## config.mk

```make
export PLATFORM = sky130hd
export DESIGN_NAME = frame_sync_ctrl_top
export DESIGN_NICKNAME = d
export VERILOG_FILES = /design/src/rtl/fs_pkg.sv /design/src/rtl/frame_sync_ctrl_top.sv /design/src/rtl/ssb_monitor.sv /design/src/rtl/frame_sync_regmap.sv /design/src/rtl/axil_reg_slave.sv
export VERILOG_INCLUDE_DIRS = /design/src /design/src/rtl
export SDC_FILE = /design/constraint.sdc
export NUM_CORES = 1
export LEC_CHECK = 0
export BUFFER_PORTS_ARGS = -buffer_cell sky130_fd_sc_hd__buf_2
export CORE_MARGIN = 2
export CORE_UTILIZATION = 40
export DETAILED_ROUTE_END_ITERATION = 7
export HOLD_SLACK_MARGIN = 0.08
export PLACE_DENSITY_LB_ADDON = 0.05
export RECOVER_POWER = 100
export SLEW_MARGIN = 40
export SYNTH_ARGS = -nofsm -noshare
export SYNTH_HDL_FRONTEND = slang
export SYNTH_SLANG_ARGS = --single-unit
```

## constraint.sdc

```tcl
create_clock -name clk_i -period 2.9 [get_ports clk_i]
set_input_delay 0.58 -clock clk_i [delete_from_list [all_inputs] [get_ports clk_i]]
set_output_delay 0.58 -clock clk_i [all_outputs]
set_load 0.005 [all_outputs]
```

## src/rtl/fs_cfg.svh

```systemverilog
`ifndef FS_CFG_SVH
`define FS_CFG_SVH

// AXI4-Lite byte address width, bits 10:2 form the word index
`define FS_ADDR_W 11

// identification words
`define FS_VERSION 32'h0001_0061
`define FS_CORE_ID 32'h0000_0F51
// "FS~~"
`define FS_MAGIC0 32'h4653_7E7E
`define FS_MAGIC1 32'h6969_6969

// clocks without an SSB pulse before one SSB is counted as missed
`define FS_SSB_TIMEOUT 64

// consecutive misses that drop lock
`define FS_MISS_LIMIT 3

`endif
```

## src/rtl/fs_pkg.sv

```systemverilog
package frame_sync_pkg;

    // lock state of the synchronizer
    typedef enum logic [1:0] {
        SEARCH = 2'd0,
        LOCKED = 2'd1,
        LOST   = 2'd2
    } fs_state_e;

    // word indexes of the register map
    typedef enum logic [8:0] {
        REG_VERSION         = 9'h000,
        REG_CORE_ID         = 9'h001,
        REG_RSVD_002        = 9'h002,
        REG_MAGIC0          = 9'h003,
        REG_MAGIC1          = 9'h004,
        REG_FS_STATE        = 9'h005,
        REG_RECONNECT_MODE  = 9'h006,
        REG_RGF_OVERFLOW    = 9'h007,
        REG_RSVD_008        = 9'h008,
        REG_SAMPLE_MISMATCH = 9'h009,
        REG_MISSED_SSBS     = 9'h00A,
        REG_IBAR_SSB        = 9'h00B,
        REG_CLKS_BTWN_SSBS  = 9'h00C,
        REG_NUM_DISCONNECTS = 9'h00D,
        REG_RSVD_00E        = 9'h00E,
        REG_RSVD_00F        = 9'h00F,
        REG_TIMING_ADVANCE  = 9'h010,
        REG_TA_MODE         = 9'h011
    } reg_idx_e;

    // single-cycle register request, read or write
    typedef struct packed {
        logic        valid;
        logic [8:0]  index;
        logic [31:0] data;
    } reg_req_t;

    // read acknowledge with data
    typedef struct packed {
        logic        ack;
        logic [31:0] data;
    } reg_rsp_t;

    typedef struct packed {
        fs_state_e   fs_state;
        logic [1:0]  reconnect_mode;
        logic [15:0] missed_ssbs;
        logic [31:0] clks_btwn_ssbs;
        logic [31:0] num_disconnects;
    } fs_status_t;

endpackage

```

## src/rtl/frame_sync_ctrl_top.sv

```systemverilog
`timescale 1ns/1ps
`include "fs_cfg.svh"

module frame_sync_ctrl_top (
    input  logic                  clk_i,
    input  logic                  reset_ni,

    input  logic [`FS_ADDR_W-1:0] s_axil_awaddr_i,
    input  logic                  s_axil_awvalid_i,
    output logic                  s_axil_awready_o,
    input  logic [31:0]           s_axil_wdata_i,
    input  logic [3:0]            s_axil_wstrb_i,
    input  logic                  s_axil_wvalid_i,
    output logic                  s_axil_wready_o,
    output logic [1:0]            s_axil_bresp_o,
    output logic                  s_axil_bvalid_o,
    input  logic                  s_axil_bready_i,
    input  logic [`FS_ADDR_W-1:0] s_axil_araddr_i,
    input  logic                  s_axil_arvalid_i,
    output logic                  s_axil_arready_o,
    output logic [31:0]           s_axil_rdata_o,
    output logic [1:0]            s_axil_rresp_o,
    output logic                  s_axil_rvalid_o,
    input  logic                  s_axil_rready_i,

    // sensor side
    input  logic                  ssb_pulse_i,
    input  logic signed [7:0]     sample_cnt_mismatch_i,
    input  logic                  rgf_overflow_i,

    // control outputs
    output logic                  timing_advance_write_o,
    output logic [31:0]           timing_advance_o,
    output logic                  timing_advance_mode_o
);

    import frame_sync_pkg::*;

    reg_req_t   wreq;
    reg_req_t   rreq;
    reg_rsp_t   rrsp;
    logic       wack;
    fs_status_t status;
    logic       reconnect_mode_write;
    logic [1:0] reconnect_mode;

    axil_reg_slave #(
        .ADDR_W(`FS_ADDR_W)
    ) axil_reg_slave_inst (
        .clk_i           (clk_i),
        .reset_ni        (reset_ni),
        .s_axil_awaddr_i (s_axil_awaddr_i),
        .s_axil_awvalid_i(s_axil_awvalid_i),
        .s_axil_awready_o(s_axil_awready_o),
        .s_axil_wdata_i  (s_axil_wdata_i),
        .s_axil_wstrb_i  (s_axil_wstrb_i),
        .s_axil_wvalid_i (s_axil_wvalid_i),
        .s_axil_wready_o (s_axil_wready_o),
        .s_axil_bresp_o  (s_axil_bresp_o),
        .s_axil_bvalid_o (s_axil_bvalid_o),
        .s_axil_bready_i (s_axil_bready_i),
        .s_axil_araddr_i (s_axil_araddr_i),
        .s_axil_arvalid_i(s_axil_arvalid_i),
        .s_axil_arready_o(s_axil_arready_o),
        .s_axil_rdata_o  (s_axil_rdata_o),
        .s_axil_rresp_o  (s_axil_rresp_o),
        .s_axil_rvalid_o (s_axil_rvalid_o),
        .s_axil_rready_i (s_axil_rready_i),
        .wreq_o          (wreq),
        .wack_i          (wack),
        .rreq_o          (rreq),
        .rrsp_i          (rrsp)
    );

    frame_sync_regmap frame_sync_regmap_inst (
        .clk_i                 (clk_i),
        .reset_ni              (reset_ni),
        .wreq_i                (wreq),
        .wack_o                (wack),
        .rreq_i                (rreq),
        .rrsp_o                (rrsp),
        .status_i              (status),
        .sample_cnt_mismatch_i (sample_cnt_mismatch_i),
        .rgf_overflow_i        (rgf_overflow_i),
        .reconnect_mode_write_o(reconnect_mode_write),
        .reconnect_mode_o      (reconnect_mode),
        .timing_advance_write_o(timing_advance_write_o),
        .timing_advance_o      (timing_advance_o),
        .timing_advance_mode_o (timing_advance_mode_o)
    );

    ssb_monitor ssb_monitor_inst (
        .clk_i                 (clk_i),
        .reset_ni              (reset_ni),
        .ssb_pulse_i           (ssb_pulse_i),
        .reconnect_mode_write_i(reconnect_mode_write),
        .reconnect_mode_i      (reconnect_mode),
        .status_o              (status)
    );

endmodule

```

## src/rtl/ssb_monitor.sv

```systemverilog
`timescale 1ns/1ps
`include "fs_cfg.svh"

module ssb_monitor (
    input  logic                       clk_i,
    input  logic                       reset_ni,
    input  logic                       ssb_pulse_i,
    input  logic                       reconnect_mode_write_i,
    input  logic [1:0]                 reconnect_mode_i,
    output frame_sync_pkg::fs_status_t status_o
);

    import frame_sync_pkg::*;

    localparam int MISS_W = $clog2(`FS_MISS_LIMIT + 1);

    fs_state_e         state_q;
    logic [31:0]       clk_cnt_q;
    logic [31:0]       clks_btwn_q;
    logic [15:0]       missed_q;
    logic [MISS_W-1:0] miss_run_q;
    logic [31:0]       disconnects_q;
    logic [1:0]        reconnect_mode_q;
    logic [1:0]        reconnect_mode_next;
    logic              timeout;
    logic              lock_lost;

    // a full timeout window passed without a pulse
    assign timeout = !ssb_pulse_i && (clk_cnt_q == `FS_SSB_TIMEOUT - 1);

    assign lock_lost = timeout && (state_q == LOCKED)
                       && (miss_run_q == MISS_W'(`FS_MISS_LIMIT - 1));

    assign reconnect_mode_next = reconnect_mode_write_i ? reconnect_mode_i : reconnect_mode_q;

    // interval and miss counting
    always_ff @(posedge clk_i) begin
        if (!reset_ni) begin
            clk_cnt_q   <= 32'd0;
            clks_btwn_q <= 32'd0;
            missed_q    <= 16'd0;
            miss_run_q  <= '0;
        end else if (ssb_pulse_i) begin
            clks_btwn_q <= clk_cnt_q + 32'd1;
            clk_cnt_q   <= 32'd0;
            miss_run_q  <= '0;
        end else if (timeout) begin
            clk_cnt_q <= 32'd0;
            // misses only count while tracking
            if (state_q == LOCKED) begin
                missed_q   <= missed_q + 16'd1;
                miss_run_q <= miss_run_q + 1'b1;
            end
        end else begin
            clk_cnt_q <= clk_cnt_q + 32'd1;
        end
    end

    // lock FSM
    always_ff @(posedge clk_i) begin
        if (!reset_ni) begin
            state_q          <= SEARCH;
            disconnects_q    <= 32'd0;
            reconnect_mode_q <= 2'd0;
        end else begin
            reconnect_mode_q <= reconnect_mode_next;
            case (state_q)
                SEARCH: if (ssb_pulse_i) state_q <= LOCKED;
                LOCKED: begin
                    if (lock_lost) begin
                        state_q       <= LOST;
                        disconnects_q <= disconnects_q + 32'd1;
                    end
                end
                LOST: if (reconnect_mode_next == 2'd1) state_q <= SEARCH;
                default: state_q <= SEARCH;
            endcase
        end
    end

    assign status_o = '{
        fs_state:        state_q,
        reconnect_mode:  reconnect_mode_q,
        missed_ssbs:     missed_q,
        clks_btwn_ssbs:  clks_btwn_q,
        num_disconnects: disconnects_q
    };

endmodule

```

## src/rtl/frame_sync_regmap.sv

```systemverilog
`timescale 1ns/1ps
`include "fs_cfg.svh"

module frame_sync_regmap (
    input  logic                       clk_i,
    input  logic                       reset_ni,

    input  frame_sync_pkg::reg_req_t   wreq_i,
    output logic                       wack_o,
    input  frame_sync_pkg::reg_req_t   rreq_i,
    output frame_sync_pkg::reg_rsp_t   rrsp_o,

    // mapped status
    input  frame_sync_pkg::fs_status_t status_i,
    input  logic signed [7:0]          sample_cnt_mismatch_i,
    input  logic                       rgf_overflow_i,

    // control strobes
    output logic                       reconnect_mode_write_o,
    output logic [1:0]                 reconnect_mode_o,
    output logic                       timing_advance_write_o,
    output logic [31:0]                timing_advance_o,
    output logic                       timing_advance_mode_o
);

    import frame_sync_pkg::*;

    logic        rack_q;
    logic [31:0] rdata_q;
    logic        wack_q;
    logic        ta_mode_q;

    // acknowledge one cycle after each request
    always_ff @(posedge clk_i) begin
        if (!reset_ni) begin
            rack_q <= 1'b0;
            wack_q <= 1'b0;
        end else begin
            rack_q <= rreq_i.valid;
            wack_q <= wreq_i.valid;
        end
    end

    always_ff @(posedge clk_i) begin
        if (rreq_i.valid) begin
            case (rreq_i.index)
                REG_VERSION:         rdata_q <= `FS_VERSION;
                REG_CORE_ID:         rdata_q <= `FS_CORE_ID;
                REG_MAGIC0:          rdata_q <= `FS_MAGIC0;
                REG_MAGIC1:          rdata_q <= `FS_MAGIC1;
                REG_FS_STATE:        rdata_q <= {30'd0, status_i.fs_state};
                REG_RECONNECT_MODE:  rdata_q <= {30'd0, status_i.reconnect_mode};
                REG_RGF_OVERFLOW:    rdata_q <= {31'd0, rgf_overflow_i};
                // zero-extended, sign is not carried
                REG_SAMPLE_MISMATCH: rdata_q <= {24'd0, sample_cnt_mismatch_i};
                REG_MISSED_SSBS:     rdata_q <= {16'd0, status_i.missed_ssbs};
                REG_CLKS_BTWN_SSBS:  rdata_q <= status_i.clks_btwn_ssbs;
                REG_NUM_DISCONNECTS: rdata_q <= status_i.num_disconnects;
                // ssb index has no source here, reads zero with the unmapped words
                default:             rdata_q <= 32'd0;
            endcase
        end
    end

    assign rrsp_o = '{ack: rack_q, data: rdata_q};
    assign wack_o = wack_q;

    // write strobes pulse in the request cycle
    assign reconnect_mode_write_o = wreq_i.valid && (wreq_i.index == REG_RECONNECT_MODE);
    assign reconnect_mode_o       = wreq_i.data[1:0];
    assign timing_advance_write_o = wreq_i.valid && (wreq_i.index == REG_TIMING_ADVANCE);
    assign timing_advance_o       = wreq_i.data;

    always_ff @(posedge clk_i) begin
        if (!reset_ni) begin
            ta_mode_q <= 1'b0;
        end else if (wreq_i.valid && wreq_i.index == REG_TA_MODE) begin
            ta_mode_q <= wreq_i.data[0];
        end
    end

    assign timing_advance_mode_o = ta_mode_q;

    a_ack_follows_req: assert property (@(posedge clk_i) disable iff (!reset_ni)
        (rreq_i.valid |=> rrsp_o.ack && !$past(rrsp_o.ack))
        and (wreq_i.valid |=> wack_o && !$past(wack_o)));

endmodule

```

## src/rtl/axil_reg_slave.sv

```systemverilog
`timescale 1ns/1ps
`include "fs_cfg.svh"

module axil_reg_slave #(
    parameter int ADDR_W = `FS_ADDR_W
) (
    input  logic                     clk_i,
    input  logic                     reset_ni,

    // write address and data
    input  logic [ADDR_W-1:0]        s_axil_awaddr_i,
    input  logic                     s_axil_awvalid_i,
    output logic                     s_axil_awready_o,
    input  logic [31:0]              s_axil_wdata_i,
    input  logic [3:0]               s_axil_wstrb_i,
    input  logic                     s_axil_wvalid_i,
    output logic                     s_axil_wready_o,

    // write response
    output logic [1:0]               s_axil_bresp_o,
    output logic                     s_axil_bvalid_o,
    input  logic                     s_axil_bready_i,

    // read address and data
    input  logic [ADDR_W-1:0]        s_axil_araddr_i,
    input  logic                     s_axil_arvalid_i,
    output logic                     s_axil_arready_o,
    output logic [31:0]              s_axil_rdata_o,
    output logic [1:0]               s_axil_rresp_o,
    output logic                     s_axil_rvalid_o,
    input  logic                     s_axil_rready_i,

    // register side
    output frame_sync_pkg::reg_req_t wreq_o,
    input  logic                     wack_i,
    output frame_sync_pkg::reg_req_t rreq_o,
    input  frame_sync_pkg::reg_rsp_t rrsp_i
);

    import frame_sync_pkg::*;

    typedef enum logic [1:0] {
        ST_IDLE,
        ST_REQ,
        ST_WAIT,
        ST_RESP
    } xfer_state_e;

    xfer_state_e w_state_q;
    xfer_state_e r_state_q;

    logic        aw_ready_q;
    logic        bvalid_q;
    logic        wreq_valid_q;
    logic [8:0]  widx_q;
    logic [31:0] wdata_q;

    logic        ar_ready_q;
    logic        rvalid_q;
    logic        rreq_valid_q;
    logic [8:0]  ridx_q;
    logic [31:0] rdata_q;

    logic        w_accept;
    logic        r_accept;

    // address and data are taken together
    assign w_accept = s_axil_awvalid_i && s_axil_wvalid_i && aw_ready_q;
    assign r_accept = s_axil_arvalid_i && ar_ready_q;

    // write channel
    always_ff @(posedge clk_i) begin
        if (!reset_ni) begin
            w_state_q    <= ST_IDLE;
            aw_ready_q   <= 1'b0;
            bvalid_q     <= 1'b0;
            wreq_valid_q <= 1'b0;
        end else begin
            case (w_state_q)
                ST_IDLE: begin
                    if (w_accept) begin
                        aw_ready_q   <= 1'b0;
                        wreq_valid_q <= 1'b1;
                        w_state_q    <= ST_REQ;
                    end else begin
                        aw_ready_q <= 1'b1;
                    end
                end
                ST_REQ: begin
                    wreq_valid_q <= 1'b0;
                    w_state_q    <= ST_WAIT;
                end
                ST_WAIT: begin
                    if (wack_i) begin
                        bvalid_q  <= 1'b1;
                        w_state_q <= ST_RESP;
                    end
                end
                ST_RESP: begin
                    if (s_axil_bready_i) begin
                        bvalid_q   <= 1'b0;
                        aw_ready_q <= 1'b1;
                        w_state_q  <= ST_IDLE;
                    end
                end
                default: w_state_q <= ST_IDLE;
            endcase
        end
    end

    always_ff @(posedge clk_i) begin
        if (w_accept) begin
            widx_q  <= s_axil_awaddr_i[ADDR_W-1:2];
            wdata_q <= s_axil_wdata_i;
        end
    end

    // read channel
    always_ff @(posedge clk_i) begin
        if (!reset_ni) begin
            r_state_q    <= ST_IDLE;
            ar_ready_q   <= 1'b0;
            rvalid_q     <= 1'b0;
            rreq_valid_q <= 1'b0;
        end else begin
            case (r_state_q)
                ST_IDLE: begin
                    if (r_accept) begin
                        ar_ready_q   <= 1'b0;
                        rreq_valid_q <= 1'b1;
                        r_state_q    <= ST_REQ;
                    end else begin
                        ar_ready_q <= 1'b1;
                    end
                end
                ST_REQ: begin
                    rreq_valid_q <= 1'b0;
                    r_state_q    <= ST_WAIT;
                end
                ST_WAIT: begin
                    if (rrsp_i.ack) begin
                        rvalid_q  <= 1'b1;
                        r_state_q <= ST_RESP;
                    end
                end
                ST_RESP: begin
                    if (s_axil_rready_i) begin
                        rvalid_q   <= 1'b0;
                        ar_ready_q <= 1'b1;
                        r_state_q  <= ST_IDLE;
                    end
                end
                default: r_state_q <= ST_IDLE;
            endcase
        end
    end

    always_ff @(posedge clk_i) begin
        if (r_accept) begin
            ridx_q <= s_axil_araddr_i[ADDR_W-1:2];
        end
        if (r_state_q == ST_WAIT && rrsp_i.ack) begin
            rdata_q <= rrsp_i.data;
        end
    end

    assign s_axil_awready_o = aw_ready_q;
    assign s_axil_wready_o  = aw_ready_q;
    assign s_axil_bvalid_o  = bvalid_q;
    assign s_axil_bresp_o   = 2'b00;
    assign s_axil_arready_o = ar_ready_q;
    assign s_axil_rvalid_o  = rvalid_q;
    assign s_axil_rdata_o   = rdata_q;
    assign s_axil_rresp_o   = 2'b00;

    assign wreq_o = '{valid: wreq_valid_q, index: widx_q, data: wdata_q};
    assign rreq_o = '{valid: rreq_valid_q, index: ridx_q, data: 32'd0};

    a_rvalid_hold: assert property (@(posedge clk_i) disable iff (!reset_ni)
        s_axil_rvalid_o && !s_axil_rready_i |=> s_axil_rvalid_o);

    a_req_single: assert property (@(posedge clk_i) disable iff (!reset_ni)
        (wreq_o.valid |=> !wreq_o.valid) and (rreq_o.valid |=> !rreq_o.valid));

endmodule

```

After elaboration in Yosys (flattened, before gate mapping)

Index checks and enable logic that the tools add are counted.

Bits in registers: 245
Bits of input ports: 75
Output and inout bits: 75
Word-level logic and storage cells: 127

Add/subtract/negate cells: 4
Eq/ne operators: 33
Mux-type cells: 30
Bitwise operators: 2
Reductions and logical operators: 35

Operator list:

| operator                                                                | number |
|---|---|
| 32-bit case mux with 11 select lines                                    | 1 |
| 32-bit by 1-bit adder with 32-bit output (second input constant)        | 2 |
| 9-bit by 3-bit equality test with 1-bit output (second input constant)  | 5 |
| 9-bit by 4-bit equality test with 1-bit output (second input constant)  | 4 |
| 32-bit by 6-bit equality test with 1-bit output (second input constant) | 1 |
| 2-bit 2-to-1 mux                                                        | 10 |
| 9-bit by 5-bit equality test with 1-bit output (second input constant)  | 2 |
| 3-bit AND reduction                                                     | 6 |
| 16-bit by 1-bit adder with 16-bit output (second input constant)        | 1 |
| 2-bit case mux with 4 select lines                                      | 2 |
| 2-bit equality test (second input constant)                             | 6 |
| 2-bit by 1-bit != test with 1-bit output (second input constant)        | 6 |
| 1-bit case mux with 2 select lines                                      | 6 |
| 2-bit AND reduction                                                     | 6 |
| 2-bit nonzero test                                                      | 6 |
| 1-bit logical AND                                                       | 10 |
| 1-bit 2-to-1 mux                                                        | 10 |
| 9-bit by 1-bit equality test with 1-bit output (second input constant)  | 1 |
| 9-bit by 2-bit equality test with 1-bit output (second input constant)  | 1 |
| 9-bit logical NOT                                                       | 1 |
| 2-bit by 1-bit equality test with 1-bit output (second input constant)  | 4 |
| 2-bit logical NOT                                                       | 3 |
| 2-bit != test (second input constant)                                   | 3 |
| 2-bit case mux with 3 select lines                                      | 1 |
| other kinds (5)                                                         | 6 |

Longest topological paths before layout

Gate-level depths: netlist of run 1.

Depth in word-level cells: 6
Mapped depth: 8
Mapped depth without buffers: 7

Hierarchy

Synthesis of run 1 repeated with hierarchy kept, for this count alone.

Cells, all modules: 981
Area total of the unflattened synthesis: 10712.8 um2

By module, submodules not included:

| module            | instances | cells an instance | area an instance (um2) | sequential area each (um2) |
|---|---|---|---|---|
| ssb_monitor       | 1         | 580               | 5069.9                 | 2362.3 |
| axil_reg_slave    | 1         | 191               | 3377.0                 | 2662.6 |
| frame_sync_regmap | 1         | 210               | 2265.9                 | 1021.0 |

Worst setup path after synthesis of run 1

OpenSTA, ideal clock, no wires.

Path type: register to register
From: register ssb_monitor_inst.clk_cnt_q[20]
To: register ssb_monitor_inst.disconnects_q[31]
Setup time: 0.118 ns
Arrival: 2.409 ns
Required time: 2.782 ns
Path slack: 0.373 ns
Cell stages (with the launch flop): 6
Buffers on the path: 0
Period minus slack after synthesis: 2.527 ns
Cells stage by stage: dfxtp_1 -> or4_4 -> or3b_1 -> or4_4 -> or4_4 -> mux2i_1

Cells in the longest elaborated chain, start to end: 5

Ends and longest elaborated chain:

| element                                         | line              | source |
|---|---|---|
| start: declaration                              | ssb_monitor.sv:18 | `logic [31:0] clk_cnt_q;` |
| start signal: assignment                        | ssb_monitor.sv:55 | `clk_cnt_q <= clk_cnt_q + 32'd1;` |
| 32-bit by 6-bit equality test with 1-bit output | ssb_monitor.sv:29 | `` assign timeout = !ssb_pulse_i && (clk_cnt_q == `FS_SSB_TIMEOUT - 1); `` |
| 1-bit logical AND                               | ssb_monitor.sv:29 |  |
| 1-bit logical AND (2 in a row)                  | ssb_monitor.sv:31 | `assign lock_lost = timeout && (state_q == LOCKED)` |
| 2-bit AND reduction (no line)                   | n/a               |  |
| end signal: assignment                          | ssb_monitor.sv:72 | `disconnects_q <= disconnects_q + 32'd1;` |
| end: declaration                                | ssb_monitor.sv:22 | `logic [31:0] disconnects_q;` |

No other way between the ends.
A chain may end at the register's enable or synchronous reset.

Final worst setup path of run 1

Ends and elaborated chain as after synthesis.

==> results of run 1 <==
## report_power, final
group / internal, mW / total, mW / switching, mW
Sequential: 3.87 / 3.97 / 0.104
Combinational: 0.234 / 0.624 / 0.390
Clock: 1.94 / 3.27 / 1.34
Total: 6.04 / 7.87 / 1.83
## logic make-up after synthesis
kind of cell	count (synthesis)
compound gates	205
xor+xnor	37
fa+ha+maj	12
buf+inv	71
flops	245
mux	17
other cells	1
simple gates	366
## Yosys cell counts, drive strengths merged, types with 5 or more instances
cell	n
a211oi	12
a22oi	11
nor2	87
and3	11
or4	12
buf	9
and2	9
nand2	67
o31ai	5
dfxtp	131
xnor2	11
a221o	10
and4	7
o21ai	60
a21oi	77
inv	24
or3	27
clkbuf	38
xor2	26
nor4	20
nand2b	12
nor3	15
mux2i	15
nand4	36
nand3	37
nor2b	6
ha	12
edfxtp	114
## sequential cells by signal, indices dropped and copies added, names as in the netlist, 9 cells and up
signal,cells
ssb_monitor_inst.clk_cnt_q,32
axil_reg_slave_inst.ridx_q,9
ssb_monitor_inst.missed_q,16
axil_reg_slave_inst.wdata_q,32
frame_sync_regmap_inst.rdata_q,32
axil_reg_slave_inst.widx_q,9
ssb_monitor_inst.disconnects_q,32
ssb_monitor_inst.clks_btwn_q,32
axil_reg_slave_inst.s_axil_rdata_o,32
## path summary, 6_finish.rpt
check / end / cells past startpoint
setup reg to reg: ssb_monitor_inst.disconnects_q[31] / 5
hold / removal: axil_reg_slave_inst.ridx_q[3] / 1
hold reg to reg: axil_reg_slave_inst.s_axil_rdata_o[8] / 0
setup / recovery: ssb_monitor_inst.disconnects_q[31] / 5
## layout make-up
cell class	count	area, µm²
Clock inverter	3	21.3
Sequential cell	245	6050
Tap cell	330	413
Inverter	24	90.1
Multi-Input combinational cell	641	3830
Clock buffer	47	833
Timing Repair Buffer	174	857
Fill cell	2378	12900
## routing by layer
layer,up-vias,global-route usage [%]
met3,32,3.20
met5,-,0
met4,0,3.98
li1,3864,-
met2,222,30.2
met1,3620,27.6
## layout by cell type (no fill, tap or decap), drive strengths merged, types with 20 or more instances in the layout
| cell type | n |
|---|---|
| nor2 | 87 |
| nand4 | 36 |
| nor4 | 20 |
| nand2 | 67 |
| nand3 | 37 |
| buf | 114 |
| inv | 25 |
| xor2 | 26 |
| dfxtp | 131 |
| edfxtp | 114 |
| or3 | 27 |
| o21ai | 60 |
| clkbuf | 107 |
| a21oi | 77 |
==> impl_metrics.csv, run 1 <==
group,metric,value,unit
synthesis,synth_area_leaders,"sky130_fd_sc_hd__edfxtp_1 34%, sky130_fd_sc_hd__dfxtp_1 26%, sky130_fd_sc_hd__a21oi_1 3.8%, sky130_fd_sc_hd__nor2_1 3.2%, sky130_fd_sc_hd__o21ai_0 3.0%",
cts,clock_tree_from_tritoncts,"built",
power,power_density,651,nW/µm²
grt,antenna_found_initial,0,
worst_setup_path,crit_type,"flop to flop",
timing,drv_slew,33,
worst_setup_path,cell_at_the_slowest_stage_of_the_critical_path,"sky130_fd_sc_hd__or4_4",
synthesis,yosys-mux-area-fraction,1.70,%
timing,achievable-frequency,371,MHz
grt,grt_max_degree,66,
timing,clock_skew,0.00974,ns
timing,grt_setup_unrepaired,"false",
drt,route.detailed.wl_per_inst,17.3,µm
cells_and_area,final_cell_count_no_fill,1464,
cts,clock_tree.root_cell,"sky130_fd_sc_hd__clkbuf_16",
timing,timing.max_slew.rel_slack,-19.6,%
cts,cts_hold_buffers,0,
worst_setup_path,worst-r2r-setup-slack,0.20,ns
synthesis,synth.largest_area_cell,"sky130_fd_sc_hd__edfxtp_1",
drt,routed_wl,25.3,mm
synthesis,number_of_synthesized_flops_with_an_enable_pin,114,
cts,clk_latency,0.53,ns
timing,timing.final.setup_violations,0,
drt,routed_wire_length_on_met3,1.48,mm
timing,tightestPinTransition,1.79,ns
worst_setup_path,path_cells,"or4_4, or3b_1, or4_1, or4_1, mux2i_1",
cells_and_area,final_nets,1200,
synthesis,synth_compound_gate_area_share,12.3,%
worst_setup_path,crit_start,"ssb_monitor_inst.clk_cnt_q[20]",
synthesis,yosys.area_share.xor_xnor,3.19,%
cells_and_area,final_area,12100,µm²
drt,dr_total_vias,7738,
cells_and_area,synthToLayoutAreaGrowth,19.0,%
worst_setup_path,worst_path_arrival,3.12,ns
synthesis,yosys_register_bits,245,
placed_design,post_dp_cell_area,11400,µm²
cells_and_area,postLayoutCoreUtil,48.3,%
drt,via_per_inst,5.29,
drt,drt.antenna.violating_nets,0,
timing,setup_total_negative_slack,0,ns
cts,clock_sinks,245,
cts,htree_levels,1,
timing,fin_worst_hold_slack,0.221,ns
synthesis,post_synth_and_or_nand_nor_area_fraction,19.0,%
timing,layout_worst_path_cycle_share,92.9,%
worst_setup_path,critical_path.top_delay_family,"simple AND/OR/NAND/NOR gates",
run_status,outcome,"finished, violations left",
synthesis,post_synth_fa_ha_maj_area_fraction,1.48,%
worst_setup_path,worst-path-max-fanout,7,
grt,first_global_vias,7259,
worst_setup_path,critical_path.n_buffers_inverters,0,
run_status,failed_checks,"max-capacitance violations, max-slew violations",
floorplanning,die-area,26700,µm²
placed_design,placedCellCount,1414,
drt,drt_iter0_markers,584,
synthesis,yosysUniqueCellTypes,60,
timing,report.final.hold_viol_count,0,
placed_design,hpwl,18.1,mm
placed_design,dpl_worst_slack,0.137,ns
grt,grt_remaining_overflow,0,
drt,dr.max_layer_used,"met4",
synthesis,synth.top_cell.area_share,33.7,%
floorplanning,design.portCount,150,
worst_setup_path,worst_r2r_startpoint,"ssb_monitor_inst.clk_cnt_q[20]",
grt,global_route.usage.total,19.1,%
power,fin_total_pwr,7.87,mW
synthesis,yosysWarnings,0,
worst_setup_path,worst-endpoint-required,3.32,ns
timing,layout_setup_ws,0.205,ns
cells_and_area,n_antenna_cell,0,
worst_setup_path,start_kind,"flop",
placed_design,numPortBuffers,137,
floorplanning,floorplan.die.height,163,µm
worst_setup_path,crit_path_frequent_cell,"sky130_fd_sc_hd__or4_1",
worst_hold_path,hold_class,"primary input to flop",
drt,drt_drc_violations_left,0,
cts,numCtsBuffers,27,
grt,grt_first_pass_wirelength,40.1,mm
worst_setup_path,crit_path_end_kind,"flop",
synthesis,syn_area_per_cell,10.7,µm²
floorplanning,initial_utilization,40.6,%
flow_run,cap_viol_max_count,1,
placed_design,place_congestion,0.857,
synthesis,synth_top_flop_cell,"sky130_fd_sc_hd__dfxtp_1",
synthesis,syn_area,10200,µm²
cells_and_area,layout-drive-gt1-share,14.3,%
synthesis,largest_family_of_logic_cells_by_synthesized_area,"simple AND/OR/NAND/NOR gates",
drt,drt_pass1_iterations,7,
worst_setup_path,cp_slowest_stage_delay,0.56,ns
floorplanning,rows,58,
cts,longest_clk_path_bufs,3,
power,leakagePower,4.27,nW
drt,met2_wire_length,11.2,mm
floorplanning,design.core.area,25000,µm²
power,power.ir.vdd_worst,0.383,mV
synthesis,synth_seq_area_share,59.5,%
cts,postCtsSetupRepairBufs,0,
synthesis,postSynthCellCount,954,
cts,worst_setup_hold_path_clk_slew,0.06,ns
floorplanning,fp.dieW,163,µm
cts,post_cts_resized,0,
timing,min_period,2.70,ns
worst_hold_path,min_from,"s_axil_araddr_i[5]",
drt,met1Wirelength,12.2,mm
synthesis,synthArstFlopShare,0,%
No activity file was read; power rests on OpenSTA's default activity.
==> run 2, diff against run 1 <==
- CORE_MARGIN: 2 -> 4
==> run 2 against run 1 <==
Effect of this change:
- worst hold slack improved by 0.011 ns
- setup slack improved by 0.032 ns
- via count decreased by 0.27%
- critical endpoint unchanged
- critical path depth unchanged
- flip-flop and latch count unchanged
- clock power increased by 3%
- the flow still finishes with violations (max-capacitance violations, max-slew violations)
- combinational power about the same
- final cell count decreased by 0.14%
==> impl_metrics.csv, run 2 (same netlist as run 1, synthesis figures left out) <==
group,metric,value,unit
worst_setup_path,worst-endpoint-required,3.30,ns
drt,routed_wl,25.6,mm
timing,drv_slew,68,
floorplanning,floorplan.die.height,167,µm
timing,achievable-frequency,375,MHz
timing,report.final.hold_viol_count,0,
worst_setup_path,path_depth,5,
grt,first_global_vias,7327,
cts,clock_tree.root_cell,"sky130_fd_sc_hd__clkbuf_16",
placed_design,place_congestion,0.848,
cts,clock_sinks,245,
grt,grt_remaining_overflow,0,
timing,fin_worst_hold_slack,0.232,ns
cts,post_cts_resized,0,
cells_and_area,layout-drive-gt1-share,14.7,%
worst_setup_path,worst_r2r_startpoint,"ssb_monitor_inst.clk_cnt_q[15]",
drt,drt_iter0_markers,534,
worst_setup_path,worst-path-max-fanout,6,
grt,grt_first_pass_wirelength,41.0,mm
drt,dr_total_vias,7717,
drt,route.detailed.wl_per_inst,17.5,µm
cts,longest_clk_path_bufs,3,
timing,grt_setup_unrepaired,"false",
cells_and_area,final_nets,1201,
power,power.ir.vdd_worst,0.483,mV
placed_design,numPortBuffers,137,
worst_setup_path,crit_type,"flop to flop",
drt,drt_pass1_iterations,7,
timing,min_period,2.66,ns
worst_setup_path,start_kind,"flop",
cells_and_area,synthToLayoutAreaGrowth,19.4,%
timing,timing.final.setup_violations,0,
cts,worst_setup_hold_path_clk_slew,0.06,ns
timing,timing.max_slew.rel_slack,-17.9,%
flow_run,cap_viol_max_count,2,
power,leakagePower,4.30,nW
timing,layout_setup_ws,0.237,ns
cts,clk_latency,0.52,ns
worst_setup_path,crit_path_frequent_cell,"sky130_fd_sc_hd__or4_1",
floorplanning,rows,58,
grt,grt_max_degree,66,
placed_design,placedCellCount,1415,
floorplanning,design.core.area,25100,µm²
drt,via_per_inst,5.28,
timing,layout_worst_path_cycle_share,91.8,%
drt,drt.antenna.violating_nets,0,
run_status,failed_checks,"max-capacitance violations, max-slew violations",
worst_setup_path,reg2regPathDepth,5,
cells_and_area,final_cell_count_no_fill,1462,
worst_setup_path,cell_at_the_slowest_stage_of_the_critical_path,"sky130_fd_sc_hd__or4_1",
timing,clock_skew,0.0107,ns
worst_setup_path,crit_start,"ssb_monitor_inst.clk_cnt_q[15]",
floorplanning,fp.dieW,167,µm
floorplanning,die-area,28000,µm²
power,power_density,658,nW/µm²
worst_setup_path,last_element_of_the_critical_path,"ssb_monitor_inst.disconnects_q[31]",
worst_setup_path,critical_path.top_delay_family,"simple AND/OR/NAND/NOR gates",
worst_setup_path,critical_path.n_buffers_inverters,0,
cells_and_area,layout.cells.most_common_list,"131 x sky130_fd_sc_hd__dfxtp_1, 114 x sky130_fd_sc_hd__edfxtp_1, 99 x sky130_fd_sc_hd__buf_2, 87 x sky130_fd_sc_hd__nor2_1, 77 x sky130_fd_sc_hd__a21oi_1",
worst_hold_path,hold_class,"primary input to flop",
cts,postCtsSetupRepairBufs,0,
floorplanning,initial_utilization,40.5,%
worst_setup_path,worst_path_arrival,3.07,ns
drt,drt_drc_violations_left,0,
cells_and_area,layout_commonest_cell,"sky130_fd_sc_hd__dfxtp_1",
cells_and_area,n_antenna_cell,0,
worst_setup_path,worst-r2r-setup-slack,0.24,ns
grt,global_route.usage.total,17.9,%
grt,antenna_found_initial,0,
timing,setup_total_negative_slack,0,ns
cts,clock_tree_from_tritoncts,"built",
worst_setup_path,crit_path_end_kind,"flop",
floorplanning,design.portCount,150,
timing,tightestPinTransition,1.77,ns
worst_setup_path,critical_path.reg2reg.endpoint,"ssb_monitor_inst.disconnects_q[31]",
placed_design,hpwl,18.5,mm
placed_design,dpl_worst_slack,0.114,ns
worst_setup_path,path_cells,"or4_1, or3b_1, or4_1, or4_1, mux2i_1",
cts,cts_hold_buffers,0,
worst_setup_path,cp_slowest_stage_delay,0.57,ns
run_status,outcome,"finished, violations left",
cts,htree_levels,1,
cts,numCtsBuffers,27,
-- run 2: cell types whose count changed in the layout (fill, tap and decap cells not counted), sizes merged --
| cell | change |
|---|---|
| bufinv | +3 |
| clkinv | +1 |
| clkbuf | -10 |
| clkinvlp | -1 |
| buf | +5 |
| inv | -1 |
| dlymetal6s4s | +1 |
-- run 2: report_power, final --
part | total, mW | leakage [nW] | switching (mW) | internal [mW]
sequential | 3.97 | 2.11 | 0.105 | 3.87
combinational | 0.623 | 1.77 | 0.392 | 0.230
clock | 3.38 | 0.422 | 1.31 | 2.08
total | 7.98 | 4.30 | 1.80 | 6.18
-- run 2: cell type report --
| type | count | area [µm²] |
|---|---|---|
| multi-input cells | 641 | 3840 |
| inverters | 24 | 90.1 |
| clock inverters | 5 | 98.8 |
| flip-flops and latches | 245 | 6050 |
| clock buffers | 42 | 772 |
| repair buffers | 175 | 873 |
| fillers | 2448 | 13000 |
| well taps | 330 | 413 |
-- run 2: routing by layer --
layer  track usage (%)  vias up  wire, µm
met1              27.0     3598     12300
met5                 0        -         0
met2              26.7      216     11100
met4              4.87        0       704
li1                  -     3865         -
met3              3.09       38      1480
-- run 2: worst min path at each step --
stage	startpoint	endpoint	slack, ns	cells past startpoint
global placement	frame_sync_regmap_inst.rdata_q[2]	axil_reg_slave_inst.s_axil_rdata_o[2]	0.40	0
detailed placement	frame_sync_regmap_inst.rdata_q[28]	axil_reg_slave_inst.s_axil_rdata_o[28]	0.40	0
finish	s_axil_araddr_i[10]	axil_reg_slave_inst.ridx_q[8]	0.23	1
global route	s_axil_awaddr_i[5]	axil_reg_slave_inst.widx_q[3]	0.21	1
floorplan	frame_sync_regmap_inst.rdata_q[0]	axil_reg_slave_inst.s_axil_rdata_o[0]	0.40	0
CTS	s_axil_araddr_i[3]	axil_reg_slave_inst.ridx_q[1]	0.21	1
-- run 2: worst reg2reg max path, delay by kind of cell, from the launching register on --
family,cells,cell delay [ns]
multiplexers,1,0.13
AND/OR/NAND/NOR,4,2.06
flip-flops,1,0.37
-- run 2: through the flow --
step	utilization, %	power (mW)	area, µm²
CTS	48.9	8.11	12300
global placement	45.4	4.67	11400
detailed placement	45.4	4.69	11400
global route	48.3	8.37	12100
floorplan	-	4.44	10200
finish	48.3	7.98	12100
==> run 3, diff against run 2 <==
- BUFFER_PORTS_ARGS: -buffer_cell sky130_fd_sc_hd__buf_2 -> -buffer_cell sky130_fd_sc_hd__clkbuf_2
==> run 3 against run 2 <==
Effect of this change:
- the flow still finishes with violations (max-capacitance violations, max-slew violations)
- worst hold slack lost 0.0011 ns
- global-route usage grew 0.19 points
- first-iteration DRC count grew 10%
- register-to-register slack lost 0.07 ns
- critical path depth is the same
- clock power shrank 3%
- count of clock-buffer cells in the layout shrank 7
- flip-flop and latch count is the same
- final cell count grew 0.14%
- critical path type unchanged
- highest routed layer unchanged
==> impl_metrics.csv, run 3 (same netlist as run 1, synthesis figures left out) <==
group,metric,value,unit
timing,grt_setup_unrepaired,"false",
power,leakagePower,4.31,nW
worst_setup_path,crit_path_end_kind,"flop",
cells_and_area,layout.cells.most_common_list,"131 x sky130_fd_sc_hd__dfxtp_1, 114 x sky130_fd_sc_hd__edfxtp_1, 100 x sky130_fd_sc_hd__clkbuf_2, 87 x sky130_fd_sc_hd__nor2_1, 77 x sky130_fd_sc_hd__a21oi_1",
cts,longest_clk_path_bufs,3,
cts,clock_tree_from_tritoncts,"built",
worst_setup_path,crit_path_frequent_cell,"sky130_fd_sc_hd__or4_1",
cells_and_area,final_nets,1201,
cts,postCtsSetupRepairBufs,0,
drt,routed_wire_length_on_met3,1.62,mm
cts,clock_sinks,245,
grt,grt_first_pass_wirelength,41.3,mm
cts,post_cts_resized,0,
floorplanning,initial_utilization,40.5,%
cells_and_area,n_antenna_cell,0,
timing,clock_skew,0.00897,ns
drt,drt_iter0_markers,588,
worst_setup_path,worst_path_arrival,3.14,ns
timing,min_period,2.73,ns
drt,routed_wl,25.7,mm
cts,clk_latency,0.52,ns
placed_design,place_congestion,0.853,
drt,drt_drc_violations_left,0,
run_status,outcome,"finished, violations left",
run_status,failed_checks,"max-capacitance violations, max-slew violations",
drt,dr.max_layer_used,"met4",
timing,report.final.hold_viol_count,0,
drt,via_per_inst,5.25,
cells_and_area,num-fill-cells,2492,
drt,met2_wire_length,11.2,mm
worst_hold_path,hold_class,"primary input to flop",
grt,grt_max_degree,66,
worst_setup_path,start_kind,"flop",
cells_and_area,layout-drive-gt1-share,14.9,%
floorplanning,design.portCount,150,
worst_setup_path,crit_type,"flop to flop",
worst_setup_path,worst-path-max-fanout,7,
grt,first_global_vias,7344,
grt,antenna_found_initial,0,
floorplanning,floorplan.die.height,167,µm
power,power_density,649,nW/µm²
placed_design,numPortBuffers,137,
cts,cts_hold_buffers,0,
cts,htree_levels,1,
placed_design,hpwl,18.6,mm
drt,met1Wirelength,12.3,mm
grt,global_route.usage.total,18.1,%
timing,timing.max_slew.rel_slack,-21.7,%
power,power.ir.vdd_worst,0.497,mV
timing,achievable-frequency,366,MHz
timing,drv_slew,33,
timing,tightestPinTransition,1.83,ns
floorplanning,design.core.area,25100,µm²
worst_setup_path,cell_at_the_slowest_stage_of_the_critical_path,"sky130_fd_sc_hd__or4_1",
worst_setup_path,worst-endpoint-required,3.31,ns
cells_and_area,layout_commonest_cell,"sky130_fd_sc_hd__dfxtp_1",
drt,dr_total_vias,7679,
flow_run,cap_viol_max_count,1,
cts,clock_tree.root_cell,"sky130_fd_sc_hd__clkbuf_16",
timing,layout_worst_path_cycle_share,94.2,%
cells_and_area,postLayoutCoreUtil,48.3,%
grt,grt_remaining_overflow,0,
floorplanning,fp.dieW,167,µm
cells_and_area,synthToLayoutAreaGrowth,19.2,%
drt,drt.antenna.violating_nets,0,
drt,route.detailed.wl_per_inst,17.5,µm
timing,timing.final.setup_violations,0,
worst_setup_path,cp_slowest_stage_delay,0.59,ns
floorplanning,die-area,28000,µm²
cts,worst_setup_hold_path_clk_slew,0.06,ns
timing,setup_total_negative_slack,0,ns
floorplanning,rows,58,
worst_setup_path,path_cells,"or4_1, or3b_1, or4_1, or4_4, mux2i_1",
drt,drt_pass1_iterations,5,
cts,numCtsBuffers,27,
## run 3: changes by cell type in the layout (fill, tap and decap cells not counted), sizes merged
| cell | previous run | this run |
|---|---|---|
| clkbuf | 97 | 191 |
| clkinvlp | 0 | 1 |
| buf | 119 | 19 |
| bufinv | 3 | 1 |
| clkinv | 2 | 12 |
| dlymetal6s4s | 1 | 0 |
## run 3: worst max-delay path: cells and delay by family (launching register included)
kind	cells	cell delay [ns]
DFF	1	0.37
muxes	1	0.13
and+or+nand+nor	4	2.11
## run 3: stage by stage
step / hold slack (ns) / power [mW] / setup slack, ns / std cells / instance area, µm²
global route: 0.214 / 8.24 / 0.0758 / 1464 / 12100
global placement: 0.400 / 4.67 / 0.156 / 1415 / 11400
finish: 0.231 / 7.87 / 0.168 / 1464 / 12100
floorplan: 0.400 / 4.44 / 0.373 / 957 / 10200
CTS: 0.206 / 7.99 / 0.234 / 1464 / 12200
detailed placement: 0.405 / 4.69 / 0.144 / 1415 / 11400
## run 3: path summary, 6_finish.rpt
kind	to	depth (start not counted)	slack [ns]	from
worst max-delay path	ssb_monitor_inst.disconnects_q[31]	5	0.17	ssb_monitor_inst.clk_cnt_q[20]
worst min register to register	axil_reg_slave_inst.s_axil_rdata_o[6]	0	0.41	frame_sync_regmap_inst.rdata_q[6]
worst max register to register	ssb_monitor_inst.disconnects_q[31]	5	0.17	ssb_monitor_inst.clk_cnt_q[20]
worst min-delay path	axil_reg_slave_inst.ridx_q[8]	1	0.23	s_axil_araddr_i[10]
## run 3: routing by layer
layer  vias to the layer above  GRT usage (%)
met5                         -              0
met4                         0           4.23
met3                        39           3.78
met2                       191           27.5
met1                      3576           26.8
li1                       3873              -
## run 3: report_power, final
group / switching [mW] / total, mW / internal, mW
sequential: 0.102 / 3.97 / 3.87
clock: 1.33 / 3.27 / 1.94
combinational: 0.396 / 0.626 / 0.230
total: 1.83 / 7.87 / 6.04
## run 3: area by class of cell
class                   instances  area, µm²  share of cell area, %
well taps                     330        413                   3.41
inverters                      24       90.1                  0.743
repair buffers                175        862                   7.11
multi-input cells             641       3850                   31.8
flip-flops and latches        245       6050                   49.9
clock inverters                14       91.3                  0.754
clock buffers                  35        767                   6.33
